$ cat src/hdl/cq_rx_consts.svh
// completer request layout for a 256-bit dword-aligned CQ port
// field positions assume the 4-dword descriptor sits in the lower half of the start beat
`ifndef CQ_RX_CONSTS_SVH
`define CQ_RX_CONSTS_SVH

//////////////////////////////
// widths
//////////////////////////////
`define CQ_DATA_W        256    // one beat, one fifo word
`define DW_W             32
`define BEAT_DW          8      // dwords per beat
`define SHORT_WR_MAX_DW  4      // payload room left in the header beat

//////////////////////////////
// descriptor field positions
//////////////////////////////
`define CQ_ADDR_LSB      2      // dword address, byte offset dropped
`define CQ_LEN_LSB       64     // dword count
`define CQ_TYPE_LSB      75     // request code
`define CQ_RID_LSB       80
`define CQ_TAG_LSB       96
`define CQ_TC_LSB        121
`define CQ_ATTR_LSB      124

// request codes
`define REQ_MEM_RD       0
`define REQ_MEM_WR       1

// 100 ms at 250 MHz
`define RATE_WINDOW_DEFAULT 25000000

`endif

$ cat src/hdl/cq_rx_pkg.sv
// shared types of the completer request receive path
`default_nettype none

`include "cq_rx_consts.svh"

package cq_rx_pkg;

   // beat and fifo word share one width
   typedef logic [`CQ_DATA_W-1:0]   cq_data_t;
   typedef logic [`CQ_DATA_W/2-1:0] half_beat_t;   // carried upper half

   typedef logic [10:0] dw_len_t;    // dword count of a request
   typedef logic [10:0] ep_addr_t;   // dword address into the endpoint
   typedef logic [3:0]  req_type_t;
   typedef logic [2:0]  tc_t;
   typedef logic [2:0]  attr_t;
   typedef logic [15:0] rid_t;
   typedef logic [7:0]  tag_t;
   typedef logic [7:0]  be_t;        // first and last dword byte enables
   typedef logic [31:0] rate_t;      // fifo words per window

   // engine states
   typedef enum logic [1:0] {
      CQ_IDLE     = 2'd0,   // waiting for a start beat, or draining an ignored packet
      CQ_WR_BODY  = 2'd1,   // continuation beats of a long write
      CQ_WR_FLUSH = 2'd2,   // one cycle, carry may still hold payload
      CQ_RD_WAIT  = 2'd3    // completion pending on the tx side
   } cq_rx_state_e;

endpackage

`default_nettype wire

$ cat src/hdl/cq_rx_fsm.sv
// one FSM for the CQ port; only start beats are decoded, other beats are framing only
// long writes leave the body on wr_last or tlast, whichever comes first
`timescale 1ns/1ps
`default_nettype none

`include "cq_rx_consts.svh"

module cq_rx_fsm (
   input  logic                  clk,
   input  logic                  rst_n,
   input  logic                  cq_tvalid_i,
   input  logic                  cq_tlast_i,
   input  cq_rx_pkg::req_type_t  cq_type_i,
   input  cq_rx_pkg::dw_len_t    cq_len_i,
   input  logic                  compl_done_i,
   input  logic                  wr_last_i,
   output logic                  cq_tready_o,
   output logic                  req_compl_o,
   output logic                  rd_capture_o,
   output logic                  wr_short_o,
   output logic                  wr_start_o,
   output logic                  wr_beat_o,
   output logic                  wr_flush_o
);

   cq_rx_pkg::cq_rx_state_e state_q;
   cq_rx_pkg::cq_rx_state_e state_d;
   logic in_pkt_q;    // inside a packet, next beat is no start beat
   logic accept;
   logic sop;         // accepted start beat in idle
   logic is_rd;
   logic is_wr;

   //////////////////////////////
   // framing
   //////////////////////////////
   assign accept = cq_tvalid_i & cq_tready_o;

   always_ff @(posedge clk) begin
      if (!rst_n) begin
         in_pkt_q <= 1'b0;
      end else if (accept) begin
         in_pkt_q <= ~cq_tlast_i;   // tlast closes, anything else keeps it open
      end
   end

   //////////////////////////////
   // decode of start beats
   //////////////////////////////
   assign sop   = accept & ~in_pkt_q & (state_q == cq_rx_pkg::CQ_IDLE);
   assign is_rd = (cq_type_i == cq_rx_pkg::req_type_t'(`REQ_MEM_RD));
   assign is_wr = (cq_type_i == cq_rx_pkg::req_type_t'(`REQ_MEM_WR));

   // one-dword reads only, other lengths just drain
   assign rd_capture_o = sop & is_rd & (cq_len_i == cq_rx_pkg::dw_len_t'(1));
   assign wr_short_o   = sop & is_wr & (cq_len_i != '0) &
                         (cq_len_i <= cq_rx_pkg::dw_len_t'(`SHORT_WR_MAX_DW));
   // a long header with tlast is malformed, left to drain
   assign wr_start_o   = sop & is_wr & ~cq_tlast_i &
                         (cq_len_i > cq_rx_pkg::dw_len_t'(`SHORT_WR_MAX_DW));
   assign wr_beat_o    = accept & (state_q == cq_rx_pkg::CQ_WR_BODY);
   assign wr_flush_o   = (state_q == cq_rx_pkg::CQ_WR_FLUSH);

   // back-pressure only while flushing or waiting on the completion
   assign cq_tready_o = (state_q == cq_rx_pkg::CQ_IDLE) | (state_q == cq_rx_pkg::CQ_WR_BODY);
   assign req_compl_o = (state_q == cq_rx_pkg::CQ_RD_WAIT);

   //////////////////////////////
   // sequencing
   //////////////////////////////
   always_comb begin
      state_d = state_q;
      case (state_q)
         cq_rx_pkg::CQ_IDLE: begin
            if (rd_capture_o) begin
               state_d = cq_rx_pkg::CQ_RD_WAIT;
            end else if (wr_start_o) begin
               state_d = cq_rx_pkg::CQ_WR_BODY;
            end
         end
         cq_rx_pkg::CQ_WR_BODY: begin
            if (accept && (wr_last_i || cq_tlast_i)) begin
               state_d = cq_rx_pkg::CQ_WR_FLUSH;
            end
         end
         cq_rx_pkg::CQ_WR_FLUSH: state_d = cq_rx_pkg::CQ_IDLE;   // always one cycle
         cq_rx_pkg::CQ_RD_WAIT: begin
            if (compl_done_i) begin
               state_d = cq_rx_pkg::CQ_IDLE;
            end
         end
         default: state_d = cq_rx_pkg::CQ_IDLE;
      endcase
   end

   always_ff @(posedge clk) begin
      if (!rst_n) begin
         state_q <= cq_rx_pkg::CQ_IDLE;
      end else begin
         state_q <= state_d;
      end
   end

endmodule

`default_nettype wire

$ cat src/hdl/wr_dw_repacker.sv
// payload dword i lands in slot i mod 8 of fifo word i div 8, unused slots zero
// fifo_wr_en_o has no back-pressure, the fifo must take every word
`timescale 1ns/1ps
`default_nettype none

`include "cq_rx_consts.svh"

module wr_dw_repacker (
   input  logic                 clk,
   input  logic                 rst_n,
   input  cq_rx_pkg::cq_data_t  cq_tdata_i,
   input  cq_rx_pkg::dw_len_t   cq_len_i,
   input  logic                 wr_short_i,
   input  logic                 wr_start_i,
   input  logic                 wr_beat_i,
   input  logic                 wr_flush_i,
   output logic                 wr_last_o,
   output cq_rx_pkg::cq_data_t  fifo_wr_data_o,
   output logic                 fifo_wr_en_o
);

   localparam int HALF_W = `CQ_DATA_W / 2;
   localparam cq_rx_pkg::dw_len_t BEAT_LEN = cq_rx_pkg::dw_len_t'(`BEAT_DW);
   // carry 4 + one beat of 8 still closes the payload
   localparam cq_rx_pkg::dw_len_t LAST_LEN =
      cq_rx_pkg::dw_len_t'(`BEAT_DW + `SHORT_WR_MAX_DW);

   cq_rx_pkg::half_beat_t carry_q;   // upper half of the previous beat
   cq_rx_pkg::dw_len_t    rem_q;     // dwords still due to the fifo
   logic                  flush_pend_q;

   // zero every slot at or above n
   function automatic cq_rx_pkg::cq_data_t keep_dw(input cq_rx_pkg::cq_data_t word,
                                                   input cq_rx_pkg::dw_len_t n);
      cq_rx_pkg::cq_data_t res;
      res = '0;
      for (int i = 0; i < `BEAT_DW; i++) begin
         if (i < int'(n)) begin
            res[i*`DW_W +: `DW_W] = word[i*`DW_W +: `DW_W];
         end
      end
      return res;
   endfunction

   assign wr_last_o = (rem_q <= LAST_LEN);

   //////////////////////////////
   // control
   //////////////////////////////
   always_ff @(posedge clk) begin
      if (!rst_n) begin
         rem_q        <= '0;
         flush_pend_q <= 1'b0;
         fifo_wr_en_o <= 1'b0;
      end else begin
         fifo_wr_en_o <= wr_short_i | wr_beat_i | (wr_flush_i & flush_pend_q);
         if (wr_start_i) begin
            rem_q        <= cq_len_i;   // header dwords 0..3 go to the carry
            flush_pend_q <= 1'b0;
         end else if (wr_beat_i) begin
            if (rem_q > BEAT_LEN) begin
               rem_q <= rem_q - BEAT_LEN;
            end else begin
               rem_q <= '0;
            end
            flush_pend_q <= wr_last_o & (rem_q > BEAT_LEN);   // last beat overflowed
         end else if (wr_flush_i) begin
            rem_q        <= '0;
            flush_pend_q <= 1'b0;
         end
      end
   end

   //////////////////////////////
   // word assembly
   //////////////////////////////
   always_ff @(posedge clk) begin
      if (wr_short_i) begin
         fifo_wr_data_o <= keep_dw({{HALF_W{1'b0}}, cq_tdata_i[`CQ_DATA_W-1:HALF_W]}, cq_len_i);
      end else if (wr_beat_i) begin
         fifo_wr_data_o <= keep_dw({cq_tdata_i[HALF_W-1:0], carry_q}, rem_q);   // carry low
      end else if (wr_flush_i) begin
         fifo_wr_data_o <= keep_dw({{HALF_W{1'b0}}, carry_q}, rem_q);   // 1..4 left
      end
      if (wr_start_i || wr_beat_i) begin
         carry_q <= cq_tdata_i[`CQ_DATA_W-1:HALF_W];
      end
   end

endmodule

`default_nettype wire

$ cat src/hdl/rd_req_capture.sv
// holds the last one-dword read for the tx side until the next read replaces it
`timescale 1ns/1ps
`default_nettype none

`include "cq_rx_consts.svh"

module rd_req_capture (
   input  logic                 clk,
   input  logic                 rst_n,
   input  logic                 rd_capture_i,
   input  cq_rx_pkg::cq_data_t  cq_tdata_i,
   input  cq_rx_pkg::be_t       cq_be_i,
   output cq_rx_pkg::tc_t       req_tc_o,
   output cq_rx_pkg::attr_t     req_attr_o,
   output cq_rx_pkg::dw_len_t   req_len_o,
   output cq_rx_pkg::rid_t      req_rid_o,
   output cq_rx_pkg::tag_t      req_tag_o,
   output cq_rx_pkg::be_t       req_be_o,
   output cq_rx_pkg::ep_addr_t  req_addr_o
);

   always_ff @(posedge clk) begin
      if (!rst_n) begin
         req_tc_o   <= '0;
         req_attr_o <= '0;
         req_len_o  <= '0;
         req_rid_o  <= '0;
         req_tag_o  <= '0;
         req_be_o   <= '0;
         req_addr_o <= '0;
      end else if (rd_capture_i) begin
         // descriptor upper dwords
         req_tc_o   <= cq_tdata_i[`CQ_TC_LSB +: $bits(cq_rx_pkg::tc_t)];
         req_attr_o <= cq_tdata_i[`CQ_ATTR_LSB +: $bits(cq_rx_pkg::attr_t)];
         req_len_o  <= cq_tdata_i[`CQ_LEN_LSB +: $bits(cq_rx_pkg::dw_len_t)];
         req_rid_o  <= cq_tdata_i[`CQ_RID_LSB +: $bits(cq_rx_pkg::rid_t)];
         req_tag_o  <= cq_tdata_i[`CQ_TAG_LSB +: $bits(cq_rx_pkg::tag_t)];
         req_be_o   <= cq_be_i;   // from the sideband
         // low address bits only, endpoint space is small
         req_addr_o <= cq_tdata_i[`CQ_ADDR_LSB +: $bits(cq_rx_pkg::ep_addr_t)];
      end
   end

endmodule

`default_nettype wire

$ cat src/hdl/rx_rate_meter.sv
// counts fifo words per window of WINDOW_CYCLES clocks, restarted by rate_clear_i
// a word in the cycle of the rate_valid_o pulse counts toward the next window
`timescale 1ns/1ps
`default_nettype none

`include "cq_rx_consts.svh"

module rx_rate_meter #(
   parameter int unsigned WINDOW_CYCLES = `RATE_WINDOW_DEFAULT
) (
   input  logic              clk,
   input  logic              rst_n,
   input  logic              rate_clear_i,
   input  logic              fifo_wr_en_i,
   output cq_rx_pkg::rate_t  rate_count_o,
   output logic              rate_valid_o
);

   localparam int TIMER_W = $clog2(WINDOW_CYCLES + 1);
   localparam logic [TIMER_W-1:0] TIMER_LAST = TIMER_W'(WINDOW_CYCLES - 1);

   logic [TIMER_W-1:0] timer_q;   // position inside the window
   cq_rx_pkg::rate_t   words_q;   // words so far in this window
   logic               win_end;

   assign win_end = (timer_q == TIMER_LAST);

   always_ff @(posedge clk) begin
      if (!rst_n || rate_clear_i) begin
         timer_q      <= '0;
         words_q      <= '0;
         rate_count_o <= '0;
         rate_valid_o <= 1'b0;
      end else begin
         rate_valid_o <= win_end;   // one pulse per window
         if (win_end) begin
            timer_q      <= '0;
            words_q      <= '0;
            // include a word on the last cycle of the window
            rate_count_o <= words_q + cq_rx_pkg::rate_t'(fifo_wr_en_i);
         end else begin
            timer_q <= timer_q + 1'b1;
            if (fifo_wr_en_i) begin
               words_q <= words_q + 1'b1;
            end
         end
      end
   end

endmodule

`default_nettype wire

$ cat src/hdl/cq_rx_engine.sv
// completer request receive engine; writes of any length go to the fifo
// one-dword reads wait for compl_done_i, other requests are consumed and dropped
`timescale 1ns/1ps
`default_nettype none

`include "cq_rx_consts.svh"

module cq_rx_engine #(
   parameter int unsigned WINDOW_CYCLES = `RATE_WINDOW_DEFAULT
) (
   input  logic                 clk,
   input  logic                 rst_n,
   // completer request port
   input  cq_rx_pkg::cq_data_t  cq_tdata_i,
   input  logic                 cq_tvalid_i,
   input  logic                 cq_tlast_i,
   input  cq_rx_pkg::be_t       cq_be_i,
   output logic                 cq_tready_o,
   // read completion handshake
   output logic                 req_compl_o,
   input  logic                 compl_done_i,
   output cq_rx_pkg::tc_t       req_tc_o,
   output cq_rx_pkg::attr_t     req_attr_o,
   output cq_rx_pkg::dw_len_t   req_len_o,
   output cq_rx_pkg::rid_t      req_rid_o,
   output cq_rx_pkg::tag_t      req_tag_o,
   output cq_rx_pkg::be_t       req_be_o,
   output cq_rx_pkg::ep_addr_t  req_addr_o,
   // receive fifo
   output cq_rx_pkg::cq_data_t  fifo_wr_data_o,
   output logic                 fifo_wr_en_o,
   // throughput
   input  logic                 rate_clear_i,
   output cq_rx_pkg::rate_t     rate_count_o,
   output logic                 rate_valid_o
);

   cq_rx_pkg::req_type_t cq_type;
   cq_rx_pkg::dw_len_t   cq_len;
   logic rd_capture;
   logic wr_short;
   logic wr_start;
   logic wr_beat;
   logic wr_flush;
   logic wr_last;

   // descriptor fields, meaningful on start beats only
   assign cq_type = cq_tdata_i[`CQ_TYPE_LSB +: $bits(cq_rx_pkg::req_type_t)];
   assign cq_len  = cq_tdata_i[`CQ_LEN_LSB +: $bits(cq_rx_pkg::dw_len_t)];

   cq_rx_fsm u_fsm (
      .clk          (clk),
      .rst_n        (rst_n),
      .cq_tvalid_i  (cq_tvalid_i),
      .cq_tlast_i   (cq_tlast_i),
      .cq_type_i    (cq_type),
      .cq_len_i     (cq_len),
      .compl_done_i (compl_done_i),
      .wr_last_i    (wr_last),
      .cq_tready_o  (cq_tready_o),
      .req_compl_o  (req_compl_o),
      .rd_capture_o (rd_capture),
      .wr_short_o   (wr_short),
      .wr_start_o   (wr_start),
      .wr_beat_o    (wr_beat),
      .wr_flush_o   (wr_flush)
   );

   wr_dw_repacker u_repack (
      .clk            (clk),
      .rst_n          (rst_n),
      .cq_tdata_i     (cq_tdata_i),
      .cq_len_i       (cq_len),
      .wr_short_i     (wr_short),
      .wr_start_i     (wr_start),
      .wr_beat_i      (wr_beat),
      .wr_flush_i     (wr_flush),
      .wr_last_o      (wr_last),
      .fifo_wr_data_o (fifo_wr_data_o),
      .fifo_wr_en_o   (fifo_wr_en_o)
   );

   rd_req_capture u_capture (
      .clk          (clk),
      .rst_n        (rst_n),
      .rd_capture_i (rd_capture),
      .cq_tdata_i   (cq_tdata_i),
      .cq_be_i      (cq_be_i),
      .req_tc_o     (req_tc_o),
      .req_attr_o   (req_attr_o),
      .req_len_o    (req_len_o),
      .req_rid_o    (req_rid_o),
      .req_tag_o    (req_tag_o),
      .req_be_o     (req_be_o),
      .req_addr_o   (req_addr_o)
   );

   rx_rate_meter #(
      .WINDOW_CYCLES (WINDOW_CYCLES)
   ) u_rate (
      .clk          (clk),
      .rst_n        (rst_n),
      .rate_clear_i (rate_clear_i),
      .fifo_wr_en_i (fifo_wr_en_o),   // counts words, not beats
      .rate_count_o (rate_count_o),
      .rate_valid_o (rate_valid_o)
   );

endmodule

`default_nettype wire

$ cat config.mk
export PLATFORM = sky130hd
export DESIGN_NAME = cq_rx_engine
export DESIGN_NICKNAME = d
export VERILOG_FILES = /design/src/hdl/cq_rx_pkg.sv /design/src/hdl/cq_rx_fsm.sv /design/src/hdl/wr_dw_repacker.sv /design/src/hdl/rd_req_capture.sv /design/src/hdl/rx_rate_meter.sv /design/src/hdl/cq_rx_engine.sv
export VERILOG_INCLUDE_DIRS = /design/src /design/src/hdl
export SDC_FILE = /design/constraint.sdc
export NUM_CORES = 1
export LEC_CHECK = 0
export BUFFER_PORTS_ARGS = -buffer_cell sky130_fd_sc_hd__buf_2
export CAP_MARGIN = 20
export CORE_AREA = 2 2 240 242
export CTS_BUF_LIST = sky130_fd_sc_hd__clkbuf_8
export DETAILED_ROUTE_END_ITERATION = 10
export DIE_AREA = 0 0 242 244
export GPL_TIMING_DRIVEN = 0
export PLACE_DENSITY_LB_ADDON = 0.08
export SKIP_CTS_REPAIR_TIMING = 1
export SLEW_MARGIN = 20
export SYNTH_ARGS = -nofsm -noshare
export SYNTH_HDL_FRONTEND = slang
export SYNTH_SLANG_ARGS = --single-unit
$ cat constraint.sdc
create_clock -name clk -period 8.85 [get_ports clk]
set_input_delay 1.77 -clock clk [delete_from_list [all_inputs] [get_ports clk]]
set_output_delay 1.77 -clock clk [all_outputs]
set_load 0.05 [all_outputs]
# After elaboration in Yosys (flattened, before gate mapping)
# Index checks and enable logic that the tools add are counted.
[classes]
bitwise_logic = 19
n_lt_le_gt_ge = 16
n_mux = 26
reduce_logical = 14
n_addsub = 4
eq_ne = 9
[ops]
columns = ["cell", "n"]
rows = [
  ["$mux 256", 2],
  ["$mux 32", 12],
  ["$mux 128", 1],
  ["$lt 1x11->1 const A", 4],
  ["$lt 2x11->1 const A", 4],
  ["$lt 3x11->1 const A", 4],
  ["$mux 11", 4],
  ["$add 32x1->32", 1],
  ["$add 32x1->32 const B", 1],
  ["$add 25x1->25 const B", 1],
  ["$eq 25x25->1 const B", 1],
  ["$and 1x1->1", 13],
  ["$eq 11x1->1 const B", 1],
  ["$gt 11x3->1 const B", 1],
  ["$gt 11x4->1 const B", 1],
  ["$le 11x3->1 const B", 1],
  ["$le 11x4->1 const B", 1],
  ["$reduce_bool 11->1", 1],
  ["$sub 11x4->11 const B", 1],
  ["$mux 2", 4],
  ["$pmux 2 s4", 1],
  ["$reduce_bool 3->1", 2],
  ["$eq 2x2->1 const B", 2],
  ["$eq 4x1->1 const B", 1],
  ["15 further kinds", 23],
]
[word_totals]
output_inout_bits = 352
reg_bits = 550

# Depth between registers and ports, before layout
[depth]
depth_word = 11
depth_mapped = 9
depth_no_buf = 7

# Hierarchy
# A second synthesis with hierarchy kept.
[unflattened]
cells_unflattened = 1486
hier_area_um2 = 20299.5
[by_module_without_submodules]
columns = ["mod", "cells_per_inst", "area_each_um2", "n_inst", "seq_area_each_um2"]
rows = [
  ["wr_dw_repacker", 810, 13670.6, 1, 10510.1],
  ["rx_rate_meter", 450, 4073.9, 1, 1801.7],
  ["rd_req_capture", 193, 2301.0, 1, 1201.2],
  ["cq_rx_fsm", 33, 254.0, 1, 60.1],
]

# Worst setup path after synthesis
# No wires, ideal clock.
[synth_timing]
path_kind = "input port to flip-flop"
startpoint = "input port cq_tdata_i[74]"
endpoint = "register u_repack.fifo_wr_data_o[0] (enable)"
cell_stages = 9
setup_ns = 0.481
t_required_ns = 8.369
arrival_ns = 5.630
n_path_buf = 4
path_slack_ns = 2.739
path_cell_list = "nor4_1 -> and3_1 -> buf_2 -> o211a_1 -> buf_4 -> nor2_4 -> buf_2 -> buf_6 -> inv_1"
[synth_between]
elab_chain_cells = 4
[synth_lines]
columns = ["item", "line_no", "text"]
rows = [
  ["from (decl)", "cq_rx_engine.sv:14", "input cq_rx_pkg::cq_data_t cq_tdata_i,"],
  ["parallel branches: the longest is 2 deep, another holds $le 11x3->1", "n/a", ""],
  ["$and 1x1->1 (*)", "cq_rx_fsm.sv:56", "assign wr_short_o = sop & is_wr & (cq_len_i != '0) &"],
  ["$reduce_bool 3->1 (no line) (*)", "n/a", ""],
  ["to (signal assigned)", "wr_dw_repacker.sv:79", "fifo_wr_data_o <= keep_dw({{HALF_W{1'b0}}, cq_tdata_i[`CQ_DATA_W-1:HALF_W]}, cq_len_i);"],
  ["to (signal assigned)", "wr_dw_repacker.sv:81", "fifo_wr_data_o <= keep_dw({cq_tdata_i[HALF_W-1:0], carry_q}, rem_q);"],
  ["to (signal assigned)", "wr_dw_repacker.sv:83", "fifo_wr_data_o <= keep_dw({{HALF_W{1'b0}}, carry_q}, rem_q);"],
  ["to (decl)", "wr_dw_repacker.sv:18", "output cq_rx_pkg::cq_data_t fifo_wr_data_o,"],
]
# Every way passes the cells marked *.
# A chain may end at the register's enable or synchronous reset.

# Worst setup path after layout
[layout_timing]
startpoint = "input port cq_tdata_i[71]"
endpoint = "register u_repack.fifo_wr_data_o[69] (enable)"
# The elaborated chain is that of the path after synthesis.

==> metrics <==
clock skew=0.0282 ns; Overall Global Routing Usage=21.9%; Ys Warns=0; top cells by count, synth=294 x dfxtp_1, 256 x edfxtp_1, 225 x a22o_1; Final min period=4.24 ns; relative slew slack=33.7%; Clk pin slew, worst setup/hold paths=0.06 ns; crit-path max FO=93; DIE AREA=59000 sq um; final setup fails=0; CP max stage delay=0.48 ns; Avg WL per Cell=20.8 um; H-Tree Depth=3; DRC Markers=0; Post-synth EDFFs=256; max-cap violation count=0; Slowest cell on crit path=nor4_1; core area=56200 sq um; clk_lat worst skew=0.67 ns; R2R Setup Slk=5.52 ns; Final Max Slew Viols=0; post-synth cell types=55; worst vdd ir=0.121 mV; Synth top area share=38.3%; worst slew pin tran=0.985 ns; Fin. Hold Viols=0; most common cell in the netlist=dfxtp_1; Crit Reg-Reg Endpoint=u_repack.fifo_wr_data_o[69]; Main synth FF type=dfxtp_1; Worst R2R Path Depth=9; Post-DP HPWL=49.6 mm; worst hold path endpoint=u_capture.req_addr_o[10]; Area Growth Syn to Fin=29.9%; Lkg Pwr=10.8 nW; Initial DRT Pass Iterations=4; total negative setup slack=0 ns; vias per cell=4.93; starting density of the core=35.7%; Initial DRC Count=804; Avg Cell Area, Syn=12.3 sq um; ys async rst share=0%; clk sinks=550; via count=15800; share of cells above drive strength 1=33.3%; fin nets=2631; fin crit share=47.9%; Yosys top cell by area=edfxtp_1; hold path cells=2; crit path DAT=4.53 ns; Worst R2R Start=u_fsm.state_q[0]; placed cell count=3014; worst hold path type=flop to flop; initial antenna violation count=18; hold_sp=u_capture.req_addr_o[10]; Horiz. Die Dim=242 um; IO Port Bufs=621; f_max=236 MHz; TritonCTS Buffers=94; FF+latch count, synth=550; I/O pins=622; Most common cell on crit path=buf_2; total routed wirelength=66.5 mm; sequential share of the synthesized area=67.6%; Setup crit end kind=flop; Non-Filler Instances=3194; critical path type=input pin to flop; CTS Root Buffer Type=clkbuf_8; PwrDens=200 nW/um^2; Mapped Area=20100 sq um; total grt overflow=0; via count of the first global-routing pass=15600; RSZ-0062 raised after global routing=no; first-pass GRT wire length=98.1 mm; Syn Nets=1911; Final GP Congestion=0.873; CTS tree=built; synth top area cells=edfxtp_1 38%, dfxtp_1 29%, a22o_1 9.8%, nand2_1 4.2%, xnor2_1 1.9%; pin count of the biggest net entering global routing=94; Routed Antenna Nets=0; Critical Path Start Type=input pin; die extent in y=244 um; Critical Path, Cell by Cell=buf_2 > nor4_1 > and3_1 > buf_2 > o211a_1 > buf_4 > nor2_4 > buf_2 > buf_6 > inv_8 > buf_16; worst endpoint required time=9.14 ns; outcome=complete, no violations; Longest Clk Path Bufs=3; Cells after Synth=1634; placement row count=87
## layer usage
layer	global-route usage, %	vias to the layer above	wire length, um
li1	-	7466	-
met1	27.4	7634	27600
met2	35.4	551	31600
met3	7.43	100	5590
met4	7.21	8	1650
met5	0	-	46
## through the flow
stage               instance area, sq um  hold WS [ns]  util (%)  total power, mW  setup WS, ns
finish                             26100         0.449      46.4             5.22          4.61
CTS                                26000         0.448      46.3             5.29          4.66
detailed placement                 24200         0.441      43.1             3.06          3.94
floorplan                          20100         0.442         -             2.92          2.74
global placement                   24100         0.437      43.0             3.06         0.562
global route                       26000         0.463      46.4             5.43          4.43
## logic make-up after synthesis
group / after synthesis / share of synthesized area, %
compound gates: 356 / 13.7
mux: 3 / 0.156
buf+inv: 119 / 2.54
flops: 550 / 67.6
xor+xnor: 87 / 3.80
simple gates: 512 / 11.8
fa+ha+maj: 7 / 0.436
## area by class of cell
class / instances / area, sq um
Buffer: 103 / 449
Multi-Input combinational cell: 965 / 6000
Inverter: 16 / 67.6
Clock buffer: 112 / 1540
Tap cell: 756 / 946
Clock inverter: 53 / 262
Timing Repair Buffer: 624 / 3190
Antenna cell: 15 / 37.5
Sequential cell: 550 / 13600
Fill cell: 5394 / 30100
## critical path: cells and delay by family
kind | cells | cell delay (ns)
buffers and inverters | 7 | 1.60
AND/OR/NAND/NOR | 3 | 0.78
AO/OA/AOI/OAI | 1 | 0.17
## cells in the final DEF (no fill, tap or decap), drive strengths merged, types with 44 or more instances in the layout
| cell | instances |
|---|---|
| inv | 46 |
| a21oi | 68 |
| buf | 663 |
| nor2 | 104 |
| xnor2 | 44 |
| edfxtp | 256 |
| a22o | 225 |
| clkbuf | 176 |
| dfxtp | 294 |
| nand3 | 65 |
| nand2 | 222 |
## flip-flops by register name, indices dropped and copies added, names as in the netlist
register / count
u_fsm.in_pkt_q: 1
u_repack.carry_q: 128
u_capture.req_be_o: 8
u_capture.req_rid_o: 16
u_capture.req_addr_o: 11
u_capture.req_tc_o: 3
u_rate.timer_q: 25
u_repack.fifo_wr_en_o: 1
u_rate.rate_valid_o: 1
u_repack.flush_pend_q: 1
u_capture.req_attr_o: 3
u_capture.req_len_o: 11
u_rate.rate_count_o: 32
u_repack.fifo_wr_data_o: 256
u_repack.rem_q: 11
u_rate.words_q: 32
u_fsm.state_q: 2
u_capture.req_tag_o: 8
## power breakdown
part	total (mW)	internal (mW)	leakage, nW	switching [mW]
combinational	0.305	0.109	5.02	0.196
clock	2.21	1.17	1.04	1.04
sequential	2.70	2.69	4.71	0.0135
## how the worst max path moves through the flow
stage              startpoint                           to  cells past startpoint
2_1_floorplan  cq_tdata_i[74]   u_repack.fifo_wr_data_o[0]                      9
5_1_grt        cq_tdata_i[71]  u_repack.fifo_wr_data_o[25]                     11
4_1_cts        cq_tdata_i[71]  u_repack.fifo_wr_data_o[65]                     11
3_3_place_gp   cq_tdata_i[71]         u_repack.carry_q[59]                      6
3_5_place_dp   cq_tdata_i[71]  u_repack.fifo_wr_data_o[75]                     11
6_report       cq_tdata_i[71]  u_repack.fifo_wr_data_o[69]                     11
Note: power is estimated with default switching activity, not from simulation.
